==> config.mk <==
export PLATFORM = sky130hd
export DESIGN_NAME = bp_frontend_top
export DESIGN_NICKNAME = d
export VERILOG_FILES = /design/src/rtl/bp_pkg.sv /design/src/rtl/bp_predictor.sv /design/src/rtl/bp_decode_stage.sv /design/src/rtl/bp_execute_stage.sv /design/src/rtl/bp_redirect_unit.sv /design/src/rtl/bp_frontend_top.sv
export VERILOG_INCLUDE_DIRS = /design/src /design/src/rtl
export SDC_FILE = /design/constraint.sdc
export NUM_CORES = 2
export LEC_CHECK = 0
export BUFFER_PORTS_ARGS = -buffer_cell sky130_fd_sc_hd__buf_2
export CORE_ASPECT_RATIO = 0.8
export CORE_MARGIN = 5
export CORE_UTILIZATION = 40
export CTS_CLUSTER_DIAMETER = 50
export CTS_CLUSTER_SIZE = 25
export DETAILED_ROUTE_END_ITERATION = 8
export SYNTH_ARGS = -nofsm -noshare
export SYNTH_HDL_FRONTEND = slang
export SYNTH_SLANG_ARGS = --single-unit
==> constraint.sdc <==
create_clock -name clk -period 10.3 [get_ports clk]
set_clock_uncertainty 0.15 [all_clocks]
set_input_delay 0.515 -clock clk [delete_from_list [all_inputs] [get_ports clk]]
set_output_delay 0.515 -clock clk [all_outputs]
set_load 0.01 [all_outputs]
==> src/rtl/bp_macros.svh <==
// Table sizes, RISC-V control-flow opcodes, counter reset value and fall-through step
`ifndef BP_MACROS_SVH
`define BP_MACROS_SVH

// The direct-mapped BTB is indexed by PC bits 2 and up
`define BP_BTB_ENTRIES 32
`define BP_BTB_IDX_BITS $clog2(`BP_BTB_ENTRIES)

// The global history width is also the PHT index width (32 counters)
`define BP_GHR_BITS 5
`define BP_PHT_ENTRIES (1 << `BP_GHR_BITS)

// Major opcodes of the RISC-V control-flow instructions
`define BP_OP_JAL 7'b1101111
`define BP_OP_JALR 7'b1100111
`define BP_OP_BRANCH 7'b1100011

// Two-bit counters come out of reset weakly not-taken
`define BP_PHT_INIT 2'b01

// Byte step to the next sequential instruction
`define BP_INSTR_BYTES 32'd4

`endif

==> src/rtl/bp_pkg.sv <==
// Package with the control-flow kind enum and the BTB entry struct
package bp_pkg;

    // Control-flow class of an instruction
    // Jumps are always taken, branches follow the PHT counter
    typedef enum logic [1:0] {
        BR_NONE   = 2'd0,
        BR_BRANCH = 2'd1,
        BR_JUMP   = 2'd2
    } br_kind_e;

    // One BTB word of 67 bits in total
    // The tag holds the whole PC, so aliasing between PCs that share an index never hits
    typedef struct packed {
        logic        valid;
        logic [31:0] tag;
        logic [31:0] target;
        br_kind_e    kind;
    } btb_entry_t;

endpackage

==> src/rtl/bp_predictor.sv <==
// Fetch-stage predictor: direct-mapped BTB, gshare PHT of two-bit counters and global history
`timescale 1ns/1ns

`include "bp_macros.svh"

module bp_predictor (
    input  logic                        clk,
    input  logic                        reset_i,
    // Fetch lookup
    input  logic [31:0]                 pc_i,
    output logic                        pred_taken_o,
    output logic [31:0]                 pred_target_o,
    output logic                        hit_o,
    output logic [`BP_GHR_BITS-1:0]     pht_index_o,
    // BTB fill from execute
    input  logic                        btb_we_i,
    input  logic [`BP_BTB_IDX_BITS-1:0] btb_index_i,
    input  logic [31:0]                 btb_tag_i,
    input  logic [31:0]                 btb_target_i,
    input  bp_pkg::br_kind_e            btb_kind_i,
    // Counter training from execute
    input  logic                        pht_we_i,
    input  logic [`BP_GHR_BITS-1:0]     pht_index_i,
    input  logic                        pht_inc_i
);

    // Branch target buffer, one entry per index
    bp_pkg::btb_entry_t btb_q [`BP_BTB_ENTRIES];

    // Pattern history table and the global history of resolved branches
    logic [1:0]              pht_q [`BP_PHT_ENTRIES];
    logic [`BP_GHR_BITS-1:0] ghr_q;

    // Lookup side
    logic [`BP_BTB_IDX_BITS-1:0] rd_index;
    bp_pkg::btb_entry_t          rd_entry;
    logic [1:0]                  rd_counter;

    // Training side
    logic [1:0] wr_counter;
    logic [1:0] wr_counter_next;

    // The BTB index is taken straight from the word address of the PC
    assign rd_index = pc_i[`BP_BTB_IDX_BITS+1:2];
    assign rd_entry = btb_q[rd_index];

    // Gshare index folds the low word-address bits with the history
    assign pht_index_o = pc_i[`BP_GHR_BITS+1:2] ^ ghr_q;
    assign rd_counter  = pht_q[pht_index_o];

    // A hit needs a filled entry whose stored PC is exactly this PC
    assign hit_o = rd_entry.valid && (rd_entry.tag == pc_i);

    always_comb begin
        // Default is the sequential path, used on a miss
        pred_taken_o  = 1'b0;
        pred_target_o = pc_i + `BP_INSTR_BYTES;
        if (hit_o && (rd_entry.kind == bp_pkg::BR_JUMP)) begin
            // Unconditional, so always go to the learned target
            pred_taken_o  = 1'b1;
            pred_target_o = rd_entry.target;
        end else if (hit_o && (rd_entry.kind == bp_pkg::BR_BRANCH)) begin
            // Direction comes from the counter MSB
            // The stored target is passed along even when not-taken is predicted
            pred_taken_o  = rd_counter[1];
            pred_target_o = rd_entry.target;
        end
    end

    // Saturating update of the counter being trained
    assign wr_counter = pht_q[pht_index_i];

    always_comb begin
        wr_counter_next = wr_counter;
        if (pht_inc_i && (wr_counter != 2'b11)) begin
            wr_counter_next = wr_counter + 2'd1;
        end else if (!pht_inc_i && (wr_counter != 2'b00)) begin
            wr_counter_next = wr_counter - 2'd1;
        end
    end

    // BTB storage
    // Execute fills one whole entry per write request
    always_ff @(posedge clk) begin
        if (reset_i) begin
            for (int i = 0; i < `BP_BTB_ENTRIES; i++) begin
                btb_q[i].valid <= 1'b0;
            end
        end else if (btb_we_i) begin
            btb_q[btb_index_i].valid  <= 1'b1;
            btb_q[btb_index_i].tag    <= btb_tag_i;
            btb_q[btb_index_i].target <= btb_target_i;
            btb_q[btb_index_i].kind   <= btb_kind_i;
        end
    end

    // Counters restart weakly not-taken
    always_ff @(posedge clk) begin
        if (reset_i) begin
            for (int i = 0; i < `BP_PHT_ENTRIES; i++) begin
                pht_q[i] <= `BP_PHT_INIT;
            end
        end else if (pht_we_i) begin
            pht_q[pht_index_i] <= wr_counter_next;
        end
    end

    // History moves only on resolved conditional branches
    // The newest outcome enters at bit 0
    always_ff @(posedge clk) begin
        if (reset_i) begin
            ghr_q <= '0;
        end else if (pht_we_i) begin
            ghr_q <= {ghr_q[`BP_GHR_BITS-2:0], pht_inc_i};
        end
    end

endmodule

==> src/rtl/bp_decode_stage.sv <==
// Fetch-to-decode pipeline register with opcode classification
`timescale 1ns/1ns

`include "bp_macros.svh"

module bp_decode_stage (
    input  logic                    clk,
    input  logic                    reset_i,
    input  logic                    kill_i,
    // From fetch and the predictor
    input  logic                    valid_i,
    input  logic [31:0]             pc_i,
    input  logic [6:0]              op_i,
    input  logic                    hit_i,
    input  logic                    pred_taken_i,
    input  logic [31:0]             pred_target_i,
    input  logic [`BP_GHR_BITS-1:0] pht_index_i,
    // Toward execute
    output logic                    valid_o,
    output logic [31:0]             pc_o,
    output logic [6:0]              op_o,
    output logic                    hit_o,
    output logic                    pred_taken_o,
    output logic [31:0]             pred_target_o,
    output logic [`BP_GHR_BITS-1:0] pht_index_o,
    output bp_pkg::br_kind_e        kind_o
);

    // The valid bit is the only control state here
    // A kill drops whatever sits in the fetch slot this cycle
    always_ff @(posedge clk) begin
        if (reset_i || kill_i) begin
            valid_o <= 1'b0;
        end else begin
            valid_o <= valid_i;
        end
    end

    // Payload follows the fetch every cycle and is qualified by valid_o
    always_ff @(posedge clk) begin
        pc_o          <= pc_i;
        op_o          <= op_i;
        hit_o         <= hit_i;
        pred_taken_o  <= pred_taken_i;
        pred_target_o <= pred_target_i;
        pht_index_o   <= pht_index_i;
    end

    // Classify the registered opcode
    // JAL and JALR both count as jumps, anything unknown is plain
    always_comb begin
        case (op_o)
            `BP_OP_JAL, `BP_OP_JALR: kind_o = bp_pkg::BR_JUMP;
            `BP_OP_BRANCH:           kind_o = bp_pkg::BR_BRANCH;
            default:                 kind_o = bp_pkg::BR_NONE;
        endcase
    end

endmodule

==> src/rtl/bp_execute_stage.sv <==
// Decode-to-execute register that resolves the prediction and drives training and redirect
`timescale 1ns/1ns

`include "bp_macros.svh"

module bp_execute_stage (
    input  logic                        clk,
    input  logic                        reset_i,
    input  logic                        kill_i,
    // From decode
    input  logic                        valid_i,
    input  logic [31:0]                 pc_i,
    input  logic [6:0]                  op_i,
    input  logic                        hit_i,
    input  logic                        pred_taken_i,
    input  logic [31:0]                 pred_target_i,
    input  logic [`BP_GHR_BITS-1:0]     pht_index_i,
    input  bp_pkg::br_kind_e            kind_i,
    // Outcome for the instruction held here, meaningful only while it is valid
    input  logic                        resolved_taken_i,
    input  logic [31:0]                 resolved_target_i,
    // BTB fill request
    output logic                        btb_we_o,
    output logic [`BP_BTB_IDX_BITS-1:0] btb_index_o,
    output logic [31:0]                 btb_tag_o,
    output logic [31:0]                 btb_target_o,
    output bp_pkg::br_kind_e            btb_kind_o,
    // Counter training request
    output logic                        pht_we_o,
    output logic [`BP_GHR_BITS-1:0]     pht_index_o,
    output logic                        pht_inc_o,
    // Redirect request
    output logic                        mispredict_o,
    output logic [31:0]                 correct_pc_o
);

    logic                    valid_q;
    logic [31:0]             pc_q;
    logic [6:0]              op_q;
    logic                    hit_q;
    logic                    pred_taken_q;
    logic [31:0]             pred_target_q;
    logic [`BP_GHR_BITS-1:0] pht_index_q;
    bp_pkg::br_kind_e        kind_q;

    logic is_cond;
    logic target_wrong;
    logic learnable;

    // A kill here removes the instruction coming up from decode
    always_ff @(posedge clk) begin
        if (reset_i || kill_i) begin
            valid_q <= 1'b0;
        end else begin
            valid_q <= valid_i;
        end
    end

    always_ff @(posedge clk) begin
        pc_q          <= pc_i;
        op_q          <= op_i;
        hit_q         <= hit_i;
        pred_taken_q  <= pred_taken_i;
        pred_target_q <= pred_target_i;
        pht_index_q   <= pht_index_i;
        kind_q        <= kind_i;
    end

    // Only conditional branches train the counters and the history
    assign is_cond      = (op_q == `BP_OP_BRANCH);
    assign target_wrong = (pred_target_q != resolved_target_i);

    // Jumps and taken branches are the ones worth remembering in the BTB
    assign learnable = (kind_q == bp_pkg::BR_JUMP) ||
                       ((kind_q == bp_pkg::BR_BRANCH) && resolved_taken_i);

    // Wrong direction, or right direction (taken) with the wrong target
    assign mispredict_o = valid_q &&
                          ((pred_taken_q != resolved_taken_i) ||
                           (pred_taken_q && resolved_taken_i && target_wrong));

    // Where fetch should have gone
    assign correct_pc_o = resolved_taken_i ? resolved_target_i : pc_q + `BP_INSTR_BYTES;

    // Fill on a lookup miss, or when the stored target turned out stale
    assign btb_we_o     = valid_q && learnable && (!hit_q || target_wrong);
    assign btb_index_o  = pc_q[`BP_BTB_IDX_BITS+1:2];
    assign btb_tag_o    = pc_q;
    assign btb_target_o = resolved_target_i;
    assign btb_kind_o   = kind_q;

    // The counter read at fetch is the one trained
    assign pht_we_o    = valid_q && is_cond;
    assign pht_index_o = pht_index_q;
    assign pht_inc_o   = resolved_taken_i;

endmodule

==> src/rtl/bp_redirect_unit.sv <==
// Redirect register toward fetch and the squash of younger pipeline slots
`timescale 1ns/1ns

module bp_redirect_unit (
    input  logic        clk,
    input  logic        reset_i,
    // From execute
    input  logic        mispredict_i,
    input  logic [31:0] correct_pc_i,
    // Flush of the fetch slot and of decode
    output logic        kill_o,
    // Registered redirect for the front end
    output logic        redirect_valid_o,
    output logic [31:0] redirect_pc_o
);

    // Everything younger than the mispredicting instruction is wrong path
    // The squash acts in the same cycle, so it is not registered
    assign kill_o = mispredict_i;

    // One pulse per mispredict
    // Execute cannot mispredict two cycles in a row because the kill empties it
    always_ff @(posedge clk) begin
        if (reset_i) begin
            redirect_valid_o <= 1'b0;
        end else begin
            redirect_valid_o <= mispredict_i;
        end
    end

    // Redirect PC is qualified by redirect_valid_o
    always_ff @(posedge clk) begin
        if (mispredict_i) begin
            redirect_pc_o <= correct_pc_i;
        end
    end

endmodule

==> src/rtl/bp_frontend_top.sv <==
// Branch prediction front end: predictor, decode, execute and redirect unit
`timescale 1ns/1ns

`include "bp_macros.svh"

module bp_frontend_top (
    input  logic        clk,
    input  logic        reset_i,
    // Fetch slot
    input  logic        fetch_valid_i,
    input  logic [31:0] fetch_pc_i,
    input  logic [6:0]  fetch_op_i,
    // Outcome of the instruction in execute
    input  logic        resolved_taken_i,
    input  logic [31:0] resolved_target_i,
    // Prediction for the fetch slot
    output logic        pred_taken_o,
    output logic [31:0] pred_target_o,
    // Redirect after a mispredict
    output logic        redirect_valid_o,
    output logic [31:0] redirect_pc_o
);

    // Predictor side info for the fetch slot
    logic                    f_hit;
    logic [`BP_GHR_BITS-1:0] f_pht_index;

    // Decode stage outputs
    logic                    d_valid;
    logic [31:0]             d_pc;
    logic [6:0]              d_op;
    logic                    d_hit;
    logic                    d_pred_taken;
    logic [31:0]             d_pred_target;
    logic [`BP_GHR_BITS-1:0] d_pht_index;
    bp_pkg::br_kind_e        d_kind;

    // Training requests from execute
    logic                        btb_we;
    logic [`BP_BTB_IDX_BITS-1:0] btb_index;
    logic [31:0]                 btb_tag;
    logic [31:0]                 btb_target;
    bp_pkg::br_kind_e            btb_kind;
    logic                        pht_we;
    logic [`BP_GHR_BITS-1:0]     pht_index;
    logic                        pht_inc;

    // Redirect path
    logic        mispredict;
    logic [31:0] correct_pc;
    logic        kill;

    bp_predictor u_bp_predictor (
        .clk           (clk),
        .reset_i       (reset_i),
        .pc_i          (fetch_pc_i),
        .pred_taken_o  (pred_taken_o),
        .pred_target_o (pred_target_o),
        .hit_o         (f_hit),
        .pht_index_o   (f_pht_index),
        .btb_we_i      (btb_we),
        .btb_index_i   (btb_index),
        .btb_tag_i     (btb_tag),
        .btb_target_i  (btb_target),
        .btb_kind_i    (btb_kind),
        .pht_we_i      (pht_we),
        .pht_index_i   (pht_index),
        .pht_inc_i     (pht_inc)
    );

    bp_decode_stage u_bp_decode_stage (
        .clk           (clk),
        .reset_i       (reset_i),
        .kill_i        (kill),
        .valid_i       (fetch_valid_i),
        .pc_i          (fetch_pc_i),
        .op_i          (fetch_op_i),
        .hit_i         (f_hit),
        .pred_taken_i  (pred_taken_o),
        .pred_target_i (pred_target_o),
        .pht_index_i   (f_pht_index),
        .valid_o       (d_valid),
        .pc_o          (d_pc),
        .op_o          (d_op),
        .hit_o         (d_hit),
        .pred_taken_o  (d_pred_taken),
        .pred_target_o (d_pred_target),
        .pht_index_o   (d_pht_index),
        .kind_o        (d_kind)
    );

    bp_execute_stage u_bp_execute_stage (
        .clk               (clk),
        .reset_i           (reset_i),
        .kill_i            (kill),
        .valid_i           (d_valid),
        .pc_i              (d_pc),
        .op_i              (d_op),
        .hit_i             (d_hit),
        .pred_taken_i      (d_pred_taken),
        .pred_target_i     (d_pred_target),
        .pht_index_i       (d_pht_index),
        .kind_i            (d_kind),
        .resolved_taken_i  (resolved_taken_i),
        .resolved_target_i (resolved_target_i),
        .btb_we_o          (btb_we),
        .btb_index_o       (btb_index),
        .btb_tag_o         (btb_tag),
        .btb_target_o      (btb_target),
        .btb_kind_o        (btb_kind),
        .pht_we_o          (pht_we),
        .pht_index_o       (pht_index),
        .pht_inc_o         (pht_inc),
        .mispredict_o      (mispredict),
        .correct_pc_o      (correct_pc)
    );

    bp_redirect_unit u_bp_redirect_unit (
        .clk              (clk),
        .reset_i          (reset_i),
        .mispredict_i     (mispredict),
        .correct_pc_i     (correct_pc),
        .kill_o           (kill),
        .redirect_valid_o (redirect_valid_o),
        .redirect_pc_o    (redirect_pc_o)
    );

endmodule

==> impl_metrics.ini <==
[worst_hold_path]
hold_depth = 1
worst_hold_startpoint = resolved_target_i[18]
hp-class = in2reg
whs_endpoint = u_bp_predictor.btb_q[12][20]

[setup_path]
crit_chain = dlygate4sd3_1 > buf_8 > buf_4 > or3b_2 > buf_4 > o22ai_1 > nor2_1 > a21oi_1 > or3_1 > a2111oi_1 > buf_4 > or2b_1 > or4_2 > buf_4 > mux2_4 > buf_2
timing.rr.end = u_bp_predictor.btb_q[16][24]
start_kind = input port
cpMaxStageDelayCell = buf_4
required_ns = 9.64
worstReg2RegStart = u_bp_execute_stage.pred_target_q[8]
crit_path_max_incr_delay_ns = 0.72
critical_path.max_fanout = 49
cp-end-kind = output port
cp.arrival_ns = 7.07
path_class = in2out
cp_common_cell = buf_4
reg2reg_depth = 10
rrSetupSlack_ns = 4.73

[timing]
tightest_slew_ns = 1.24
slew_headroom = 0.170
post-route-period-util = 0.751
finalSetupViolations = 0
slew_viol_final = 0
rsz0062_at_grt = false
min_period_ns = 7.73
fin_setup_tns_ns = 0
final_hold_viol_count = 0
fmaxAchievable_mhz = 129

[placement]
place.gp.congestion = 0.798
port_buffers = 140
place_hpwl_um = 144000

[yosys]
synth_simple_gate_area_frac = 0.0262
synth_top_family_by_area = multiplexers
synth-main-ff-cell = edfxtp_1
synth_async_sr_flop_share = 0
synth_mux_area_frac = 0.152
synth-seq-area-share = 0.766
synth_area_per_cell_um2 = 20.5
synth-edff-count = 2208
syn-cell-area_um2 = 91700
synthAdderAreaFrac = 0.00109
synth_cell_types = 73
synth_compound_area_frac = 0.0286
netlist_instances = 4465
yosys_warnings = 0
syn_nets = 4548
synth-seq-cells = 2406
yosys.area_share.xor_xnor = 0.0114

[finish]
drive_gt1_frac = 0.235
syn_to_final_growth_pct = 12.7
final_util = 0.453
fillers = 19065
num-nets-final = 4818

[clock_network]
cts_made_buffers = 183
postCtsSetupBuffers = 0
htree_levels = 4
cts-root-buf = clkbuf_16
cts.sinks = 2406
clk_latency_ns = 0.87
cts_tree = done
hold_buffers = 48
clk_pin_slew_ns = 0.08
cts_resized = 0
clock_path_buffers = 4

[detailed_routing]
drc = 0
drtIter0Drc = 6508
drt_wl_total_um = 263000
ant_nets = 0
first_pass_iters = 5
vias = 47094
vias_per_cell = 5.96
routedWlPerCell_um = 33.3

[global_route]
grt_pass1_wl_um = 366000
grt_max_degree = 120
antenna_found_initial = 10
grt_pass1_vias = 46223
gr-usage-all-layers = 0.216
overflow = 0

[floorplanning]
initial_core_util = 0.401
ioPinCount = 141
rows = 157
die_area_um2 = 239000
fp.coreArea_um2 = 228000
die_w_um = 545
die_y_um = 438

[flow_run]
max-cap-violations = 0

[status]
status = finished, final reports clean

[power]
p_leak_nw = 33.3
ir_worst_vdd_v = 0.000170
power_density_nw_per_um2 = 187
==> report_power, final <==
group / total (mW) / switching [mW] / internal (mW)
registers: 10.7 / 0.0373 / 10.7
logic: 0.987 / 0.635 / 0.353
clock network: 7.66 / 3.92 / 3.74
total: 19.4 / 4.59 / 14.8
==> cell usage after synthesis (7+ instances only) <==
master    count  area share
a211oi_1      9     0.00074
a21o_1       25      0.0020
a21oi_1      54      0.0029
a221oi_1     25      0.0024
a22o_1       12      0.0011
a22oi_1      44      0.0036
and2_1       11     0.00075
and3_1       11     0.00075
buf_1        41      0.0017
buf_2        26      0.0014
buf_4        14      0.0011
buf_6        21      0.0026
clkbuf_1    137      0.0056
dfxtp_1     198       0.043
edfxtp_1   2208        0.72
ha_1          8      0.0011
inv_1        23     0.00094
mux2_2       11      0.0014
mux2i_1     322       0.035
mux4_2      466        0.11
nand2_1     144      0.0059
nand3_1      53      0.0029
nand3b_1     10     0.00082
nand4_1      38      0.0026
nand4b_1      7     0.00067
nor2_1       92      0.0038
nor2b_1      14     0.00095
nor3_1       43      0.0023
o211ai_1      8     0.00065
o21ai_0      69      0.0038
o221ai_1     35      0.0033
o22ai_1      59      0.0040
or3_1         8     0.00055
or3b_2        8     0.00076
xnor2_1      75      0.0072
xor2_1       44      0.0042
==> metrics by stage <==
stage          hold slack, ns  cells  power [mW]  cell area [µm²]  setup slack (ns)
3_3_place_gp            0.160   7523        11.9            96500              3.27
5_1_grt                0.0385   7900        19.9           103000              2.37
2_1_floorplan           0.160   4465        11.5            91700              3.67
6_report               0.0604   7901        19.4           103000              2.57
4_1_cts              0.000992   7899        19.5           103000              2.58
3_5_place_dp            0.162   7523        11.9            96500              3.27
==> critical path: cells and delay by family <==
family          cells  cell delay (ns)
buf+inv             7             2.95
simple gates        5             2.09
mux                 1             0.40
compound gates      3             0.97
==> per-layer routing <==
| layer | vias to the layer above | share of wire | wire [µm] | global-route usage |
|---|---|---|---|---|
| li1 | 18942 | - | - | - |
| met1 | 25334 | 0.42 | 111000 | 0.320 |
| met2 | 2444 | 0.46 | 122000 | 0.338 |
| met3 | 370 | 0.088 | 23000 | 0.0323 |
| met4 | 4 | 0.024 | 6390 | 0.0515 |
| met5 | - | 0.000084 | 22 | 0 |
==> worst max-delay path by stage <==
stage,start,endpoint,slack [ns],depth (start not counted)
after floorplan,u_bp_execute_stage.btb_kind_o[1],u_bp_predictor.btb_q[27][0],3.67,4
after global placement,fetch_pc_i[3],pred_target_o[1],3.27,15
after detailed placement,fetch_pc_i[3],pred_target_o[1],3.27,15
after CTS,fetch_pc_i[3],pred_target_o[1],2.58,16
after global routing,fetch_pc_i[3],pred_target_o[1],2.37,16
final,fetch_pc_i[3],pred_target_o[1],2.57,16
==> flip-flops by register name, indices dropped and copies added (netlist names), 2 cells and up <==
name                              cells
u_bp_predictor.ghr_q                  5
u_bp_decode_stage.op_o                7
u_bp_decode_stage.pc_o               32
u_bp_execute_stage.pred_target_q     32
u_bp_decode_stage.pred_target_o      32
u_bp_predictor.btb_q               2144
u_bp_predictor.pht_q                 64
u_bp_execute_stage.op_q               7
u_bp_decode_stage.pht_index_o         5
u_bp_execute_stage.btb_tag_o         32
u_bp_execute_stage.btb_kind_o         2
u_bp_execute_stage.pht_index_o        5
u_bp_redirect_unit.redirect_pc_o     32
==> cells by family after synthesis <==
group	count (synthesis)
DFF	2406
muxes	804
and+or+nand+nor	480
AOI/OAI and AO/OA	380
buffers and inverters	268
xor gates and xnor gates	119
adders and majority gates	8
==> layout make-up <==
class,count,area [µm²],area share
clock inverter,135,1680,0.0162
clock buffer,193,4750,0.0460
timing repair buffer,330,2390,0.0231
inverter,23,93.8,0.000908
antenna,2,5.00,0.0000484
multi-input combinational,1791,20400,0.197
tap,3021,3780,0.0366
sequential,2406,70300,0.680
==> cell usage in the layout, fill, tap and decap left out, types with 9 or more instances in the layout <==
cell type	instances
dfxtp_1	198
and2_1	11
inv_8	35
mux2i_1	322
xnor2_1	74
a21oi_1	53
clkinvlp_4	10
a22oi_1	44
nand4_1	38
a21o_1	25
o21ai_0	69
dlygate4sd3_1	48
nor2_4	29
buf_4	135
clkbuf_16	189
nand3_1	53
a211oi_1	9
buf_2	135
a221oi_1	25
nand3b_1	10
mux2_2	11
o22ai_1	59
nor3_1	38
buf_12	9
and3_1	11
a22o_1	12
inv_6	32
nor2_1	62
o221ai_1	35
xor2_1	43
nor2b_1	9
mux4_2	466
clkinv_8	20
inv_1	21
edfxtp_1	2208
nand2_1	144
Power figures use the tool's default switching activity.
